`src/verilog/spdif_frame_pkg.sv`:
```
package spdif_frame_pkg;

	// Preamble type of a subframe
	typedef enum logic [1:0] {
		PRE_Z = 2'd0,  // Left channel, first frame of a block
		PRE_X = 2'd1,  // Other left words
		PRE_Y = 2'd2   // Right channel
	} preamble_e;

	// Toggle patterns of the eight preamble cells, MSB goes out first
	localparam logic [7:0] PREAMBLE_Z = 8'b1001_1100;
	localparam logic [7:0] PREAMBLE_X = 8'b1001_0011;
	localparam logic [7:0] PREAMBLE_Y = 8'b1001_0110;

	localparam int BLOCK_FRAMES       = 192;
	localparam int CELLS_PER_SUBFRAME = 64;  // 32 slots of two cells

	// Sample frequency in channel status bits 24 to 27, bit 24 is the LSB
	localparam logic [3:0] RATE_CODE_48K  = 4'b0010;
	localparam logic [3:0] RATE_CODE_44K1 = 4'b0000;
	localparam logic [3:0] RATE_CODE_32K  = 4'b0011;

	// One subframe word, bit n of raw is slot n on the line
	typedef union packed {
		struct packed {
			logic        p;      // Even parity over slots 4 to 31
			logic        c;
			logic        u;
			logic        v;
			logic [15:0] audio;  // Slot 12 carries the LSB
			logic [7:0]  aux;    // Aux nibble and unused LSBs of a 24-bit word
			logic [1:0]  pad;
			preamble_e   pre;
		} fields;
		logic [31:0] raw;
	} subframe_u;

endpackage

```
`src/verilog/spdif_timing_pkg.sv`:
```
package spdif_timing_pkg;

	// Fixed point denominator of the divider error term
	localparam longint unsigned ERROR_BASE = 10000;

	localparam longint unsigned CELLS_PER_SAMPLE = 128;  // Two subframes per sample period

	// Builder needs a spare clock between two cells
	localparam int MIN_WHOLE_CYCLES = 3;

	function automatic longint unsigned whole_cycles(longint unsigned clk_rate,
			longint unsigned audio_rate);
		return clk_rate / (audio_rate * CELLS_PER_SAMPLE);
	endfunction

	// Fractional part of a cell period in units of ERROR_BASE
	function automatic longint unsigned errors_per_cell(longint unsigned clk_rate,
			longint unsigned audio_rate);
		return (clk_rate * ERROR_BASE) / (audio_rate * CELLS_PER_SAMPLE)
			- whole_cycles(clk_rate, audio_rate) * ERROR_BASE;
	endfunction

endpackage

```
`src/verilog/spdif_bit_timer.sv`:
```
module spdif_bit_timer #(
	parameter int unsigned CLK_RATE   = 50000000,
	parameter int unsigned AUDIO_RATE = 48000
) (
	input  logic clk_i,
	input  logic reset,
	input  logic half_rate,
	output logic cell_ce
);

	localparam int WHOLE_CYCLES = int'(spdif_timing_pkg::whole_cycles(CLK_RATE, AUDIO_RATE));
	localparam int CNT_W        = $clog2(WHOLE_CYCLES + 1);
	localparam int ERR_W        = $clog2(2 * spdif_timing_pkg::ERROR_BASE);

	localparam logic [ERR_W-1:0] BASE = ERR_W'(spdif_timing_pkg::ERROR_BASE);
	localparam logic [ERR_W-1:0] EPC  =
		ERR_W'(spdif_timing_pkg::errors_per_cell(CLK_RATE, AUDIO_RATE));

	localparam logic [CNT_W-1:0] LAST_SHORT = CNT_W'(WHOLE_CYCLES - 1);
	localparam logic [CNT_W-1:0] LAST_LONG  = CNT_W'(WHOLE_CYCLES);

	logic [CNT_W-1:0] count_q;
	logic [ERR_W-1:0] error_q;
	logic             slot_q;  // Alternates every cell slot

	// Period counter, error accumulator picks the long period
	always_ff @(posedge clk_i) begin
		if (reset) begin
			count_q <= '0;
			error_q <= '0;
		end else if (count_q == LAST_SHORT) begin
			if (error_q < BASE - EPC) begin
				error_q <= error_q + EPC;
				count_q <= '0;
			end else begin
				error_q <= error_q + EPC - BASE;  // Carry out, stretch by a clock
				count_q <= LAST_LONG;
			end
		end else if (count_q == LAST_LONG) begin
			count_q <= '0;
		end else begin
			count_q <= count_q + 1'b1;
		end
	end

	always_ff @(posedge clk_i) begin
		if (reset) begin
			slot_q  <= 1'b0;
			cell_ce <= 1'b0;
		end else begin
			cell_ce <= 1'b0;
			if (count_q == '0) begin
				slot_q  <= ~slot_q;
				cell_ce <= ~half_rate | slot_q;  // Half rate drops every second slot
			end
		end
	end

	assert property (@(posedge clk_i) disable iff (reset)
		WHOLE_CYCLES >= spdif_timing_pkg::MIN_WHOLE_CYCLES)
		else $error("cell period of %0d clocks leaves no room for the builder", WHOLE_CYCLES);

	assert property (@(posedge clk_i) disable iff (reset) cell_ce |=> !cell_ce)
		else $error("back to back cell enables");

endmodule

```
`src/verilog/spdif_subframe_builder.sv`:
```
module spdif_subframe_builder #(
	parameter int unsigned AUDIO_RATE = 48000
) (
	input  logic                       clk_i,
	input  logic                       reset,
	input  logic [15:0]                audio_l,
	input  logic [15:0]                audio_r,
	input  logic                       word_taken,
	output spdif_frame_pkg::subframe_u subframe,
	output logic                       sample_req
);

	localparam int FRAME_W = $clog2(spdif_frame_pkg::BLOCK_FRAMES);

	localparam logic [FRAME_W-1:0] LAST_FRAME = FRAME_W'(spdif_frame_pkg::BLOCK_FRAMES - 1);

	localparam logic [3:0] RATE_CODE =
		(AUDIO_RATE == 44100) ? spdif_frame_pkg::RATE_CODE_44K1 :
		(AUDIO_RATE == 32000) ? spdif_frame_pkg::RATE_CODE_32K  :
		                        spdif_frame_pkg::RATE_CODE_48K;

	// Consumer channel status, only the sample frequency is set
	localparam logic [spdif_frame_pkg::BLOCK_FRAMES-1:0] STATUS =
		{{(spdif_frame_pkg::BLOCK_FRAMES - 28){1'b0}}, RATE_CODE, 24'd0};

	logic               right_q;     // Channel of the word on subframe
	logic [FRAME_W-1:0] frame_q;
	logic               prime_q;     // Forces the first load after reset
	logic [15:0]        right_hold;

	logic                       load;
	logic                       next_right;
	logic [FRAME_W-1:0]         next_frame;
	spdif_frame_pkg::subframe_u next_word;

	assign load       = word_taken | prime_q;
	assign next_right = ~right_q;

	always_comb begin
		next_frame = frame_q;
		if (right_q) begin
			next_frame = (frame_q == LAST_FRAME) ? '0 : frame_q + 1'b1;
		end
	end

	always_comb begin
		next_word = '0;
		if (next_right) begin
			next_word.fields.pre   = spdif_frame_pkg::PRE_Y;
			next_word.fields.audio = right_hold;
		end else begin
			// Z opens each block of 192 frames
			next_word.fields.pre   = (next_frame == '0) ? spdif_frame_pkg::PRE_Z
			                                            : spdif_frame_pkg::PRE_X;
			next_word.fields.audio = audio_l;
		end
		next_word.fields.v = 1'b0;
		next_word.fields.u = 1'b0;
		next_word.fields.c = STATUS[next_frame];
		next_word.fields.p = ^next_word.raw[30:4];
	end

	always_ff @(posedge clk_i) begin
		if (reset) begin
			right_q    <= 1'b1;        // So the first word is left of frame 0
			frame_q    <= LAST_FRAME;
			prime_q    <= 1'b1;
			sample_req <= 1'b0;
		end else begin
			prime_q    <= 1'b0;
			sample_req <= load & ~next_right;
			if (load) begin
				right_q <= next_right;
				frame_q <= next_frame;
			end
		end
	end

	// The right sample is held with its left partner
	always_ff @(posedge clk_i) begin
		if (load) begin
			subframe <= next_word;
			if (!next_right) begin
				right_hold <= audio_r;
			end
		end
	end

	assert property (@(posedge clk_i) disable iff (reset)
		sample_req |-> subframe.fields.pre != spdif_frame_pkg::PRE_Y)
		else $error("sample request on a right word");

endmodule

```
`src/verilog/spdif_biphase_serializer.sv`:
```
module spdif_biphase_serializer (
	input  logic                       clk_i,
	input  logic                       reset,
	input  logic                       cell_ce,
	input  spdif_frame_pkg::subframe_u subframe,
	output logic                       word_taken,
	output logic                       spdif_o
);

	localparam int CNT_W = $clog2(spdif_frame_pkg::CELLS_PER_SUBFRAME);

	logic [CNT_W-1:0]           cell_q;
	spdif_frame_pkg::subframe_u word_q;
	spdif_frame_pkg::preamble_e pre;
	logic [7:0]                 pattern;
	logic                       toggle;

	assign word_taken = cell_ce && (cell_q == '0);

	// Cell 0 goes out on the clock the word is latched
	assign pre = (cell_q == '0) ? subframe.fields.pre : word_q.fields.pre;

	always_comb begin
		case (pre)
			spdif_frame_pkg::PRE_Z: pattern = spdif_frame_pkg::PREAMBLE_Z;
			spdif_frame_pkg::PRE_Y: pattern = spdif_frame_pkg::PREAMBLE_Y;
			default:                pattern = spdif_frame_pkg::PREAMBLE_X;
		endcase
	end

	// Biphase mark, every slot starts with a toggle
	always_comb begin
		if (cell_q < CNT_W'(8)) begin
			toggle = pattern[3'd7 - cell_q[2:0]];
		end else if (!cell_q[0]) begin
			toggle = 1'b1;
		end else begin
			toggle = word_q.raw[cell_q[CNT_W-1:1]];  // Mid slot toggle for a 1
		end
	end

	always_ff @(posedge clk_i) begin
		if (reset) begin
			cell_q  <= '0;
			spdif_o <= 1'b0;
		end else if (cell_ce) begin
			cell_q  <= cell_q + 1'b1;  // Wraps after the last cell
			spdif_o <= spdif_o ^ toggle;
		end
	end

	always_ff @(posedge clk_i) begin
		if (word_taken) begin
			word_q <= subframe;
		end
	end

	assert property (@(posedge clk_i) disable iff (reset)
		word_taken |-> cell_ce ##1 (cell_q == CNT_W'(1)))
		else $error("word taken outside cell 0");

endmodule

```
`src/verilog/spdif_tx_top.sv`:
```
module spdif_tx_top #(
	parameter int unsigned CLK_RATE   = 50000000,
	parameter int unsigned AUDIO_RATE = 48000
) (
	input  logic        clk_i,
	input  logic        reset,
	input  logic        half_rate,
	input  logic [15:0] audio_l,
	input  logic [15:0] audio_r,
	output logic        spdif_o,
	output logic        sample_req
);

	logic                       cell_ce;
	logic                       word_taken;
	spdif_frame_pkg::subframe_u subframe;

	// One pulse per biphase cell
	spdif_bit_timer #(
		.CLK_RATE   (CLK_RATE),
		.AUDIO_RATE (AUDIO_RATE)
	) timer_i (
		.clk_i     (clk_i),
		.reset     (reset),
		.half_rate (half_rate),
		.cell_ce   (cell_ce)
	);

	spdif_subframe_builder #(
		.AUDIO_RATE (AUDIO_RATE)
	) builder_i (
		.clk_i      (clk_i),
		.reset      (reset),
		.audio_l    (audio_l),
		.audio_r    (audio_r),
		.word_taken (word_taken),
		.subframe   (subframe),
		.sample_req (sample_req)
	);

	spdif_biphase_serializer serializer_i (
		.clk_i      (clk_i),
		.reset      (reset),
		.cell_ce    (cell_ce),
		.subframe   (subframe),
		.word_taken (word_taken),
		.spdif_o    (spdif_o)
	);

endmodule

```
`config.mk`:
```
export PLATFORM = sky130hd
export DESIGN_NAME = spdif_tx_top
export DESIGN_NICKNAME = d
export VERILOG_FILES = /design/src/verilog/spdif_frame_pkg.sv /design/src/verilog/spdif_timing_pkg.sv /design/src/verilog/spdif_bit_timer.sv /design/src/verilog/spdif_subframe_builder.sv /design/src/verilog/spdif_biphase_serializer.sv /design/src/verilog/spdif_tx_top.sv
export SDC_FILE = /design/constraint.sdc
export NUM_CORES = 1
export LEC_CHECK = 0
export ABC_AREA = 1
export ABC_CLOCK_PERIOD_IN_PS = 11000
export BUFFER_PORTS_ARGS = -buffer_cell sky130_fd_sc_hd__buf_4
export CAP_MARGIN = 20
export CELL_PAD_IN_SITES_DETAIL_PLACEMENT = 0
export CELL_PAD_IN_SITES_GLOBAL_PLACEMENT = 2
export CORE_UTILIZATION = 30
export CTS_CLUSTER_SIZE = 8
export DETAILED_ROUTE_END_ITERATION = 16
export GPL_ROUTABILITY_DRIVEN = 0
export GPL_TIMING_DRIVEN = 0
export PLACE_DENSITY = 0.77
export SKIP_CTS_REPAIR_TIMING = 1
export SYNTH_ARGS = -nofsm -noshare
export SYNTH_HDL_FRONTEND = slang
export SYNTH_HIERARCHICAL = 1
export SYNTH_SLANG_ARGS = --single-unit
```
`constraint.sdc`:
```
create_clock -name clk_i -period 11 [get_ports clk_i]
set_clock_uncertainty 0.2 [all_clocks]
set_input_delay 1.1 -clock clk_i [delete_from_list [all_inputs] [get_ports clk_i]]
set_output_delay 1.1 -clock clk_i [all_outputs]
set_load 0.01 [all_outputs]
```
== Yosys cells after proc, flatten, opt, wreduce, memory -nomap -nowiden ==
Memories as Yosys holds them, arrays and structs flattened.
Cells that the tools add are included.

* $add $sub $neg: 6
* Order comparisons: 5
* Equal/unequal tests: 4
* Mux-type cells: 18
* Bitwise logic cells: 8
* Reductions and logical operators: 8

{| class="wikitable"
|+ Operators with widths
! operator !! number
|-
| $reduce_xor 27->1 || 1
|-
| $mux 16 || 1
|-
| $mux 8 || 2
|-
| $add 15x11->15 const B || 1
|-
| $lt 15x14->1 const B || 1
|-
| $mux 15 || 1
|-
| $sub 15x14->15 const B || 1
|-
| $mux 4 || 3
|-
| $lt 8x9->1 const B || 1
|-
| $add 8x1->8 const B || 1
|-
| $eq 8x8->1 const B || 1
|-
| $logic_not 8->1 || 1
|-
| $pmux 4 s2 || 1
|-
| $mux 1 || 7
|-
| $add 6x1->6 const B || 1
|-
| $logic_not 6->1 || 1
|-
| $lt 5x6->1 const B || 1
|-
| $lt 6x4->1 const B || 1
|-
| $bmux 1 s5 || 1
|-
| $add 4x1->4 const B || 1
|-
| $eq 4x3->1 const B || 1
|-
| $eq 4x4->1 const B || 1
|-
| $logic_not 4->1 || 1
|-
| $lt 3x4->1 const B || 1
|-
| 12 further kinds || 16
|}

* Flip-flop bits (word level): 95
* ROM bits: 256
* Output and inout port bits: 2
* Memories kept: 1

{| class="wikitable"
|+ Memory list
! name !! depth !! bits a word !! read ports !! clocked after Yosys merged registers in !! wr ports !! RTL line !! RTL
|-
| (no name shown) || 256 || 1 || 1 || 0 || 0 || spdif_subframe_builder.sv:59 || <nowiki>next_word.fields.c = STATUS[next_frame];</nowiki>
|}

== Depth between registers and ports, before layout ==
Gate-level depths: netlist (run 1).

* Depth in word-level cells: 8
* Gate-level depth with buffers: 15

== Cells and area by module ==
Netlist (run 1), hierarchy kept.

{| class="wikitable"
|+ By module, submodules not included
! module !! instances !! cells each !! area each (um^2) !! sequential area each (um^2)
|-
| spdif_subframe_builder || 1 || 345 || 2686.3 || 1301.2
|-
| spdif_biphase_serializer || 1 || 188 || 1731.7 || 1041.0
|-
| spdif_bit_timer || 1 || 202 || 1285.0 || 380.4
|}

== Worst setup path before layout (run 1) ==
No wires, ideal clock.

* Path type: register to register
* From: register serializer_i.cell_q[1]
* To: register builder_i.right_hold[0] (enable)
* Setup time: 0.394 ns
* Data arrival time: 3.229 ns
* Data required time: 10.406 ns
* Path slack: 7.177 ns
* Stages on the path, launching flop included: 9
* Buffers on the path: 2
* Period minus slack after synthesis: 3.823 ns
* Cells stage by stage: dfxtp_1 > buf_6 > inv_8 > buf_12 > ha_1 > nand3_1 > nor2_1 > nor2_1 > nor2_1

* Word-level cells in the longest chain between the ends: 4

{| class="wikitable"
|+ Ends and longest elaborated chain
! what !! RTL line !! RTL
|-
| from (decl) || spdif_biphase_serializer.sv:12 || <nowiki>logic [CNT_W-1:0] cell_q;</nowiki>
|-
| from (signal assigned) || spdif_biphase_serializer.sv:47 || <nowiki>cell_q <= cell_q + 1'b1;</nowiki>
|-
| $logic_not 6->1 || spdif_biphase_serializer.sv:18 || <nowiki>assign word_taken = cell_ce && (cell_q == '0);</nowiki>
|-
| $logic_and 1x1->1 || spdif_biphase_serializer.sv:18 ||
|-
| named net word_taken || spdif_tx_top.sv:15 || <nowiki>logic word_taken;</nowiki>
|-
| $or 1x1->1 || spdif_subframe_builder.sv:36 || <nowiki>assign load = word_taken | prime_q;</nowiki>
|-
| $reduce_and 2->1 (no source line) || n/a ||
|-
| to (signal assigned) || spdif_subframe_builder.sv:84 || <nowiki>right_hold <= audio_r;</nowiki>
|-
| to (decl) || spdif_subframe_builder.sv:29 || <nowiki>logic [15:0] right_hold;</nowiki>
|}

The timed path passes the listed nets, and every way through them passes these cells.
A chain may end at the register's enable or synchronous reset.

== Final worst setup path (run 1) ==
* From: register serializer_i.cell_q[1]
* To: register builder_i/subframe[19] (netlist bit) (enable)

* Word-level cells in the longest chain between the ends: 3

{| class="wikitable"
|+ Ends and longest elaborated chain
! what !! RTL line !! RTL
|-
| $logic_not 6->1 || spdif_biphase_serializer.sv:18 ||
|-
| $logic_and 1x1->1 || spdif_biphase_serializer.sv:18 ||
|-
| named net word_taken || spdif_tx_top.sv:15 ||
|-
| $or 1x1->1 || spdif_subframe_builder.sv:36 ||
|-
| to (signal assigned) || spdif_subframe_builder.sv:82 || <nowiki>subframe <= next_word;</nowiki>
|-
| to (decl) || spdif_subframe_builder.sv:9 || <nowiki>output spdif_frame_pkg::subframe_u subframe,</nowiki>
|}

The timed path passes the listed nets, and every way through them passes these cells.

==> results.sh, run 1 <==
export IMPL_drive_gt1_share_pct=14.6
export IMPL_cts_path_max_buffers=2
export IMPL_startpoint_type="register"
export IMPL_insertion_delay_ns=0.36
export IMPL_cp_end_kind="register"
export IMPL_routed_wl_mm=11.9
export IMPL_grt_util_met2_pct=22.3
export IMPL_cp_depth=8
export IMPL_ff2ff_path_depth=8
export IMPL_sw_frac_of_total_pct=27.6
export IMPL_power_total_uw=991
export IMPL_rr_endpoint="builder_i/subframe[19]$_DFFE_PN_"
export IMPL_setup_viol=0
export IMPL_status="completed"
export IMPL_path_buf_inv=4
export IMPL_vias=4406
export IMPL_cts_num_sinks=103
export IMPL_power_frac_clock_pct=34.9
export IMPL_die_area_um2=19500
export IMPL_drc=0
export IMPL_antenna_left=0
export IMPL_hold_viol=0
export IMPL_clockRootBuffer="clkbuf_16"
export IMPL_die_h_um=140
export IMPL_endpoint="builder_i/subframe[19]$_DFFE_PN_"
export IMPL_critPathKind="register to register"
export IMPL_slew_viol_final=0
export IMPL_postSynthCellCount=733
export IMPL_use_met3_pct=2.00
export IMPL_worst_path_largest_cell_delay_ns=0.77
export IMPL_crit_start="serializer_i/cell_q[1]$_SDFFE_PP0P_"
export IMPL_clk_pin_slew_worst_paths_ns=0.07
export IMPL_ios=37
export IMPL_grt_usage_pct=13.2
export IMPL_fin_crit_ns=3.24
export IMPL_path_delay_family="buffers and inverters"
export IMPL_leakage_uw=0.00315
export IMPL_fillers=1879
export IMPL_crit_arrival_ns=3.01
export IMPL_fp_row_count=49
export IMPL_path_max_fanout=31
export IMPL_use_met1_pct=16.5
export IMPL_grt_pass1_wl_mm=20.4
export IMPL_maxCapViolations=0
export IMPL_synth_area_um2=5690
export IMPL_r2r_setup_slack_ns=7.76
export IMPL_reg2reg_from="serializer_i/cell_q[1]$_SDFFE_PP0P_"
export IMPL_dp_hpwl_mm=8.80
export IMPL_path_cells="buf_6 > inv_8 > buf_12 > ha_1 > nand3_1 > nor2_4 > nor2_1 > inv_1"
export IMPL_tightest_slew_ns=0.989
export IMPL_fmax_ghz=0.309
export IMPL_io_buffer_count=36
export IMPL_min_path_type="register to register"
export IMPL_core_area_um2=18300
export IMPL_syn_area_per_cell_um2=7.76
export IMPL_grt_max_degree=32
export IMPL_power_density_nw_per_um2=150
export IMPL_htreeDepth=3
export IMPL_die_w_um=140
export IMPL_numCtsBuffers=9
export IMPL_cp_required_ns=10.78
export IMPL_wl_per_cell_um=11.6
export IMPL_grt_overflow=0
export IMPL_nNetsFinal=832
export IMPL_tritoncts="yes"
export IMPL_area_growth_pct=16.3
export IMPL_hp_start="builder_i/subframe[22]$_DFFE_PN_"
export IMPL_crit_path_top_delay_cell="inv_1"
export IMPL_comb_power_share_pct=18.0
export IMPL_drt_initial_drc_count=173
export IMPL_firstDrtPassIters=4
export IMPL_setup_tns_ns=0
export IMPL_start_util_pct=31.1
export IMPL_antenna_found_initial=0
export IMPL_antennaDiodeCount=0
export IMPL_grt_pass1_vias=4266
export IMPL_rsz0062_at_grt="false"
export IMPL_busiest_layer="met2"
export IMPL_vias_per_cell=4.30
export IMPL_switchingPower_uw=274
export IMPL_peakVddDrop_v=0.0000765
export IMPL_timing_hold_ws_ns=0.218
export IMPL_finalCritPeriodShare_pct=29.4
export IMPL_relSlewSlack_pct=34.0
export IMPL_seq_power_share_pct=47.1
export IMPL_yosysWarnings=6
export IMPL_p_int_uw=717
-- layout make-up --
class	instances	area, µm²	share of cell area [%]
clock buffer	9	225	3.40
sequential	103	2720	41.1
timing repair buffer	37	285	4.31
tap	229	287	4.33
inverter	113	433	6.54
multi-input combinational	498	2350	35.5
buffer	28	230	3.48
clock inverter	7	87.6	1.32
-- sequential cells by signal, indices dropped and copies added (netlist names) --
signal                count
builder_i/frame_q         8
builder_i/prime_q         1
builder_i/right_hold     16
builder_i/right_q         1
builder_i/sample_req      1
builder_i/subframe       20
serializer_i/cell_q       6
serializer_i/spdif_o      1
serializer_i/word_q      30
timer_i/cell_ce           1
timer_i/count_q           4
timer_i/error_q          13
timer_i/slot_q            1
-- layer usage --
| metal | part of all wire (%) | routed length, µm |
|---|---|---|
| met1 | 49 | 5850 |
| met2 | 47 | 5560 |
| met3 | 2.3 | 275 |
| met4 | 1.8 | 210 |
| met5 | 0 | 0 |
-- how the worst min path moves through the flow --
stage	cells after the start	to
finish	0	serializer_i/word_q[22]$_DFFE_PP_
global route	0	serializer_i/word_q[22]$_DFFE_PP_
CTS	0	serializer_i/word_q[22]$_DFFE_PP_
detailed placement	0	serializer_i/word_q[22]$_DFFE_PP_
global placement	0	serializer_i/word_q[25]$_DFFE_PP_
floorplan	0	serializer_i/word_q[12]$_DFFE_PP_
-- metrics by stage --
stage / utilization (%) / instances / cell area, µm² / worst slack, ns
3_3_place_gp: 34.4 / 1007 / 6280 / 5.84
4_1_cts: 36.2 / 1024 / 6620 / 7.64
2_1_floorplan: - / 742 / 5720 / 7.18
3_5_place_dp: 34.5 / 1008 / 6300 / 7.70
5_1_grt: 36.2 / 1024 / 6620 / 7.37
6_report: 36.2 / 1024 / 6620 / 7.76
-- cells in the final DEF, fill, tap and decap left out, types with 2 or more instances in the layout --
cell       instances
a211oi_1           2
a21o_1             2
a21oi_1           30
buf_12             2
buf_2              5
buf_4             49
buf_6              5
bufinv_16          2
clkbuf_1           3
clkbuf_16          9
clkinv_1           2
clkinv_2           3
conb_1            10
dfxtp_1           37
edfxtp_1          66
ha_1               7
inv_1            104
inv_2              6
nand2_1          280
nand2_2            9
nand3_1           45
nand3_2            5
nand4_1            5
nor2_1            31
nor2_2             4
nor2_4             6
nor3_1             8
o21ai_0           24
o21ai_1            7
xnor2_1            3
xor2_1             8
-- worst reg2reg max path, cell delays in order, from the launching register on --
cell     delay [ns]
dfxtp_1        0.33
buf_6          0.15
inv_8          0.08
buf_12         0.12
ha_1           0.16
nand3_1        0.15
nor2_4         0.70
nor2_1         0.19
inv_1          0.77
-- power groups by stage --
stage | registers, µW | logic (µW) | clock network, µW
2_1_floorplan | 472 | 134 | 0
3_5_place_dp | 476 | 181 | 0
4_1_cts | 467 | 182 | 360
3_3_place_gp | 475 | 178 | 0
5_1_grt | 470 | 207 | 374
6_report | 467 | 179 | 346
Note: power is estimated with default switching activity, not from simulation.
==> run 2, diff against run 1 <==
Settings changed: ABC_CLOCK_PERIOD_IN_PS 11000 to 3100.
Clock period 11 ns to 3.1 ns, I/O delays scaled along.
==> run 2 against run 1 <==
Maximum frequency rose by 19%; setup slack worse by 7.4 ns; hold slack worse by 0.15 ns; register-to-register slack lost 7.4 ns; largest power group unchanged.
==> results.sh, run 2 (synthesis results as in run 1) <==
export IMPL_status="completed"
export IMPL_die_w_um=140
export IMPL_crit_arrival_ns=2.54
export IMPL_grt_pass1_wl_mm=20.5
export IMPL_htreeDepth=3
export IMPL_fmax_ghz=0.366
export IMPL_grt_usage_pct=13.2
export IMPL_grt_pass1_vias=4273
export IMPL_setup_viol=0
export IMPL_largest_reg_flops=30
export IMPL_hp_start="audio_l[9]"
export IMPL_clockRootBuffer="clkbuf_16"
export IMPL_min_path_type="primary input to register"
export IMPL_clk_pin_slew_worst_paths_ns=0.07
export IMPL_timing_hold_ws_ns=0.0672
export IMPL_routed_wl_mm=12.5
export IMPL_path_cells="buf_6 > inv_8 > buf_12 > ha_1 > nand3_1 > nor2_4 > nor2_2 > clkinvlp_4"
export IMPL_rsz0062_at_grt="false"
export IMPL_ff2ff_path_depth=8
export IMPL_comb_power_share_pct=19.8
export IMPL_vias_per_cell=4.28
export IMPL_p_int_uw=2390
export IMPL_antennaDiodeCount=0
export IMPL_numCtsBuffers=9
export IMPL_setup_tns_ns=0
export IMPL_wl_per_cell_um=11.9
export IMPL_maxCapViolations=0
export IMPL_die_area_um2=19500
export IMPL_critPathKind="register to register"
export IMPL_ios=37
export IMPL_core_area_um2=18300
export IMPL_power_density_nw_per_um2=497
export IMPL_die_h_um=140
export IMPL_path_max_fanout=16
export IMPL_cts_path_max_buffers=2
export IMPL_start_util_pct=31.1
export IMPL_antenna_left=0
export IMPL_drt_initial_drc_count=173
export IMPL_leakage_uw=0.00320
export IMPL_post_place_ws_ns=-0.268
export IMPL_seq_power_share_pct=49.1
export IMPL_io_buffer_count=36
export IMPL_whs_path_depth=3
export IMPL_reg2reg_from="serializer_i/cell_q[1]$_SDFFE_PP0P_"
export IMPL_drc=0
export IMPL_cts_num_sinks=103
export IMPL_peakVddDrop_v=0.000259
export IMPL_fillers=1890
export IMPL_rr_endpoint="builder_i/subframe[1]$_SDFFCE_PN1N_"
export IMPL_tightest_slew_ns=0.827
export IMPL_hold_viol=0
export IMPL_final_common_cell="nand2_1"
export IMPL_nNetsFinal=854
export IMPL_final_cell_mix="nand2_1, inv_1, edfxtp_1, buf_4, nand3_1"
export IMPL_firstDrtPassIters=4
export IMPL_finalCritPeriodShare_pct=88.0
export IMPL_ff_latch_area_um2=2720
export IMPL_timing_final_ws_setup_ns=0.371
export IMPL_fin_cells=1046
export IMPL_cp_end_kind="register"
export IMPL_top_regs="serializer_i/word_q: 30 flops, builder_i/subframe: 20 flops, builder_i/right_hold: 16 flops"
export IMPL_sw_frac_of_total_pct=29.0
export IMPL_worst_path_largest_cell_delay_ns=0.47
export IMPL_slew_viol_final=0
export IMPL_drive_gt1_share_pct=14.4
export IMPL_area_growth_pct=19.1
export IMPL_grt_max_degree=32
export IMPL_crit_path_top_delay_cell="clkinvlp_4"
export IMPL_power_frac_clock_pct=31.0
export IMPL_multi_input_area_um2=2370
export IMPL_antenna_found_initial=0
export IMPL_dp_hpwl_mm=8.82
export IMPL_fin_crit_ns=2.73
export IMPL_switchingPower_uw=977
export IMPL_r2r_setup_slack_ns=0.37
export IMPL_top_register="serializer_i/word_q"
export IMPL_fp_row_count=49
export IMPL_min_to="builder_i/subframe[21]$_DFFE_PN_"
export IMPL_relSlewSlack_pct=44.8
export IMPL_cp_required_ns=2.91
export IMPL_startpoint_type="register"
export IMPL_tritoncts="yes"
export IMPL_insertion_delay_ns=0.35
export IMPL_grt_overflow=0
export IMPL_vias=4480
export IMPL_dp_cells=1007
run 2: area by class of cell:
| cell class | count | area share, % |
|---|---|---|
| timing repair buffer | 56 | 6.87 |
| tap | 229 | 4.23 |
| sequential | 103 | 40.2 |
| inverter | 113 | 6.44 |
| multi-input combinational | 500 | 35.0 |
| clock buffer | 10 | 3.38 |
| buffer | 28 | 3.40 |
| timing repair inverter | 1 | 0.111 |
| clock inverter | 6 | 0.406 |
run 2: worst max-delay path by stage:
stage          cells past startpoint                                start                                   to  slack, ns
4_1_cts                            9  serializer_i/cell_q[1]$_SDFFE_PP0P_       builder_i/right_q$_SDFFE_PP1N_      -0.29
3_5_place_dp                       9  serializer_i/cell_q[1]$_SDFFE_PP0P_       builder_i/right_q$_SDFFE_PP1N_      -0.27
2_1_floorplan                      8  serializer_i/cell_q[1]$_SDFFE_PP0P_    builder_i/right_hold[0]$_DFFE_PP_       0.08
3_3_place_gp                       9  serializer_i/cell_q[1]$_SDFFE_PP0P_       builder_i/right_q$_SDFFE_PP1N_      -0.76
5_1_grt                            8  serializer_i/cell_q[1]$_SDFFE_PP0P_  builder_i/subframe[1]$_SDFFCE_PN1N_       0.14
6_report                           8  serializer_i/cell_q[1]$_SDFFE_PP0P_  builder_i/subframe[1]$_SDFFCE_PN1N_       0.37
run 2: layer usage:
metal / global-route usage [%] / wire [µm] / vias up / share of wire (%)
met5: 0 / 0 / - / 0
met4: 5.73 / 211 / 0 / 1.7
met3: 2.31 / 303 / 11 / 2.4
met2: 22.6 / 5910 / 58 / 47
met1: 16.3 / 6030 / 1963 / 48
li1: - / - / 2448 / -
run 2: worst max-delay path: cells and delay by family, from the launching register on:
kind	cells	cell delay [ns]
adder cells (fa/ha/maj)	1	0.19
buffers and inverters	4	0.82
flip-flops	1	0.35
AND/OR/NAND/NOR	3	0.80
run 2: stage by stage:
stage / area [µm²] / power, µW / util (%)
2_1_floorplan: 5730 / 2150 / -
3_3_place_gp: 6280 / 2320 / 34.4
3_5_place_dp: 6290 / 2330 / 34.4
4_1_cts: 6550 / 3380 / 35.8
5_1_grt: 6780 / 3570 / 37.1
6_report: 6780 / 3370 / 37.1
run 2: power groups by stage:
stage | logic, µW | clock network (µW) | registers [µW]
after floorplan | 479 | 0 | 1670
after global placement | 633 | 0 | 1690
after detailed placement | 640 | 0 | 1690
after CTS | 644 | 1080 | 1660
after global routing | 768 | 1140 | 1670
final | 668 | 1040 | 1660
==> run 3, diff against run 2 <==
Settings changed: ABC_AREA 1 to not set, PLACE_DENSITY 0.77 to 0.7.
==> run 3 against run 2 <==
The flow now finishes with violations (hold timing); maximum frequency is 4.8% lower; area after synthesis down 3.0%; hold slack worse by 0.072 ns; design area down 2.4%; critical path depth unchanged; total power is 0.27% lower; wire length fell by 9.2%.
==> results.sh, run 3 <==
export IMPL_yosysWarnings=6
export IMPL_fmax_ghz=0.349
export IMPL_whs_path_depth=2
export IMPL_timing_hold_ws_ns=-0.00485
export IMPL_final_cell_mix="edfxtp_1, buf_4, nor2_1, dfxtp_1, a21oi_1"
export IMPL_vias=3840
export IMPL_maxCapViolations=0
export IMPL_worst_path_largest_cell_delay_ns=0.55
export IMPL_grt_overflow=0
export IMPL_violations="hold timing"
export IMPL_r2r_setup_slack_ns=0.23
export IMPL_top_regs="serializer_i/word_q: 30 flops, builder_i/subframe: 20 flops, builder_i/right_hold: 16 flops"
export IMPL_crit_path_top_delay_cell="dfxtp_1"
export IMPL_grt_usage_pct=12.7
export IMPL_startpoint_type="register"
export IMPL_largest_reg_flops=30
export IMPL_min_path_type="primary input to register"
export IMPL_vias_per_cell=4.82
export IMPL_nNetsFinal=604
export IMPL_tritoncts="yes"
export IMPL_rr_endpoint="timer_i/error_q[14]$_SDFFE_PP0P_"
export IMPL_slew_viol_final=0
export IMPL_die_w_um=138
export IMPL_drive_gt1_share_pct=24.7
export IMPL_reg2reg_from="timer_i/error_q[3]$_SDFFE_PP0P_"
export IMPL_core_area_um2=18000
export IMPL_status="finished with violations"
export IMPL_die_h_um=138
export IMPL_relSlewSlack_pct=52.7
export IMPL_hp_start="half_rate"
export IMPL_routed_wl_mm=11.3
export IMPL_setup_viol=0
export IMPL_cts_num_sinks=103
export IMPL_leakage_uw=0.00239
export IMPL_drt_initial_drc_count=190
export IMPL_clk_pin_slew_worst_paths_ns=0.07
export IMPL_grt_pass1_vias=3716
export IMPL_numCtsBuffers=9
export IMPL_cp_end_kind="register"
export IMPL_start_util_pct=30.6
export IMPL_grt_max_degree=32
export IMPL_peakVddDrop_v=0.000273
export IMPL_firstDrtPassIters=5
export IMPL_cp_required_ns=3.14
export IMPL_area_growth_pct=19.9
export IMPL_min_to="timer_i/cell_ce$_SDFF_PP0_"
export IMPL_ff2ff_path_depth=8
export IMPL_fp_row_count=49
export IMPL_ios=37
export IMPL_postPlaceCellArea_um2=6110
export IMPL_postSynthCellCount=485
export IMPL_dp_cells=759
export IMPL_finalCritPeriodShare_pct=92.5
export IMPL_insertion_delay_ns=0.35
export IMPL_top_register="serializer_i/word_q"
export IMPL_antenna_found_initial=0
export IMPL_synth_area_um2=5520
export IMPL_power_density_nw_per_um2=508
export IMPL_io_buffer_count=36
export IMPL_hold_viol=1
export IMPL_grt_pass1_wl_mm=18.6
export IMPL_timing_final_ws_setup_ns=0.232
export IMPL_post_place_ws_ns=-0.640
export IMPL_crit_start="timer_i/error_q[3]$_SDFFE_PP0P_"
export IMPL_clockRootBuffer="clkbuf_16"
export IMPL_antenna_left=0
export IMPL_fin_cells=796
export IMPL_fin_crit_ns=2.87
export IMPL_antennaDiodeCount=0
export IMPL_final_common_cell="edfxtp_1"
export IMPL_fin_area_um2=6620
export IMPL_htreeDepth=3
export IMPL_path_max_fanout=10
export IMPL_crit_arrival_ns=2.91
export IMPL_rsz0062_at_grt="false"
export IMPL_critPathKind="register to register"
export IMPL_die_area_um2=18900
export IMPL_path_cells="ha_1 > buf_6 > nand2_1 > a22oi_1 > o22ai_1 > a2111oi_2 > o21a_1 > mux2_4"
export IMPL_syn_area_per_cell_um2=11.4
export IMPL_tightest_slew_ns=0.707
export IMPL_dp_hpwl_mm=7.84
export IMPL_cts_path_max_buffers=2
export IMPL_drc=0
export IMPL_wl_per_cell_um=14.2
## run 3: routing by layer
layer	GRT usage [%]	routed length, µm
met5	0	0
met4	4.95	183
met3	2.83	361
met2	21.1	5340
met1	16.1	5420
## run 3: final cells by class
| type | count | area, µm² |
|---|---|---|
| multi-input cells | 337 | 2480 |
| repair inverters | 1 | 5.00 |
| inverters | 13 | 56.3 |
| clock buffers | 9 | 225 |
| well taps | 229 | 287 |
| fillers | 1828 | 11400 |
| clock inverters | 7 | 66.3 |
| plain buffers | 41 | 309 |
| flip-flops and latches | 103 | 2720 |
| repair buffers | 56 | 463 |
## run 3: how the worst max path moves through the flow
stage | end | cells past startpoint
floorplan | builder_i/frame_q[2]$_SDFFE_PP1N_ | 11
global placement | builder_i/frame_q[2]$_SDFFE_PP1N_ | 11
detailed placement | builder_i/frame_q[2]$_SDFFE_PP1N_ | 11
CTS | builder_i/frame_q[2]$_SDFFE_PP1N_ | 10
global route | builder_i/subframe[31]$_DFFE_PN_ | 7
finish | timer_i/error_q[14]$_SDFFE_PP0P_ | 8
## run 3: report_power, final
part           internal [µW]  total, µW  switching (µW)
combinational            299        591             293
clock                    563       1110             547
sequential              1610       1660            51.3
total                   2470       3360             891
## run 3: worst max-delay path, delay by kind of cell, from the launching register on
family / cells / cell delay, ns
AOI/OAI and AO/OA: 4 / 1.11
buffers and inverters: 1 / 0.17
and+or+nand+nor: 1 / 0.12
adders and majority gates: 1 / 0.31
muxes: 1 / 0.30
DFF: 1 / 0.55
## run 3: stage by stage
step / TNS [ns] / total power, µW / util (%)
6_report: 0 / 3360 / 36.7
3_5_place_dp: -8.90 / 2260 / 33.9
4_1_cts: -9.37 / 3390 / 35.5
2_1_floorplan: 0 / 2110 / -
5_1_grt: 0 / 3540 / 36.7
3_3_place_gp: -8.40 / 2250 / 33.9
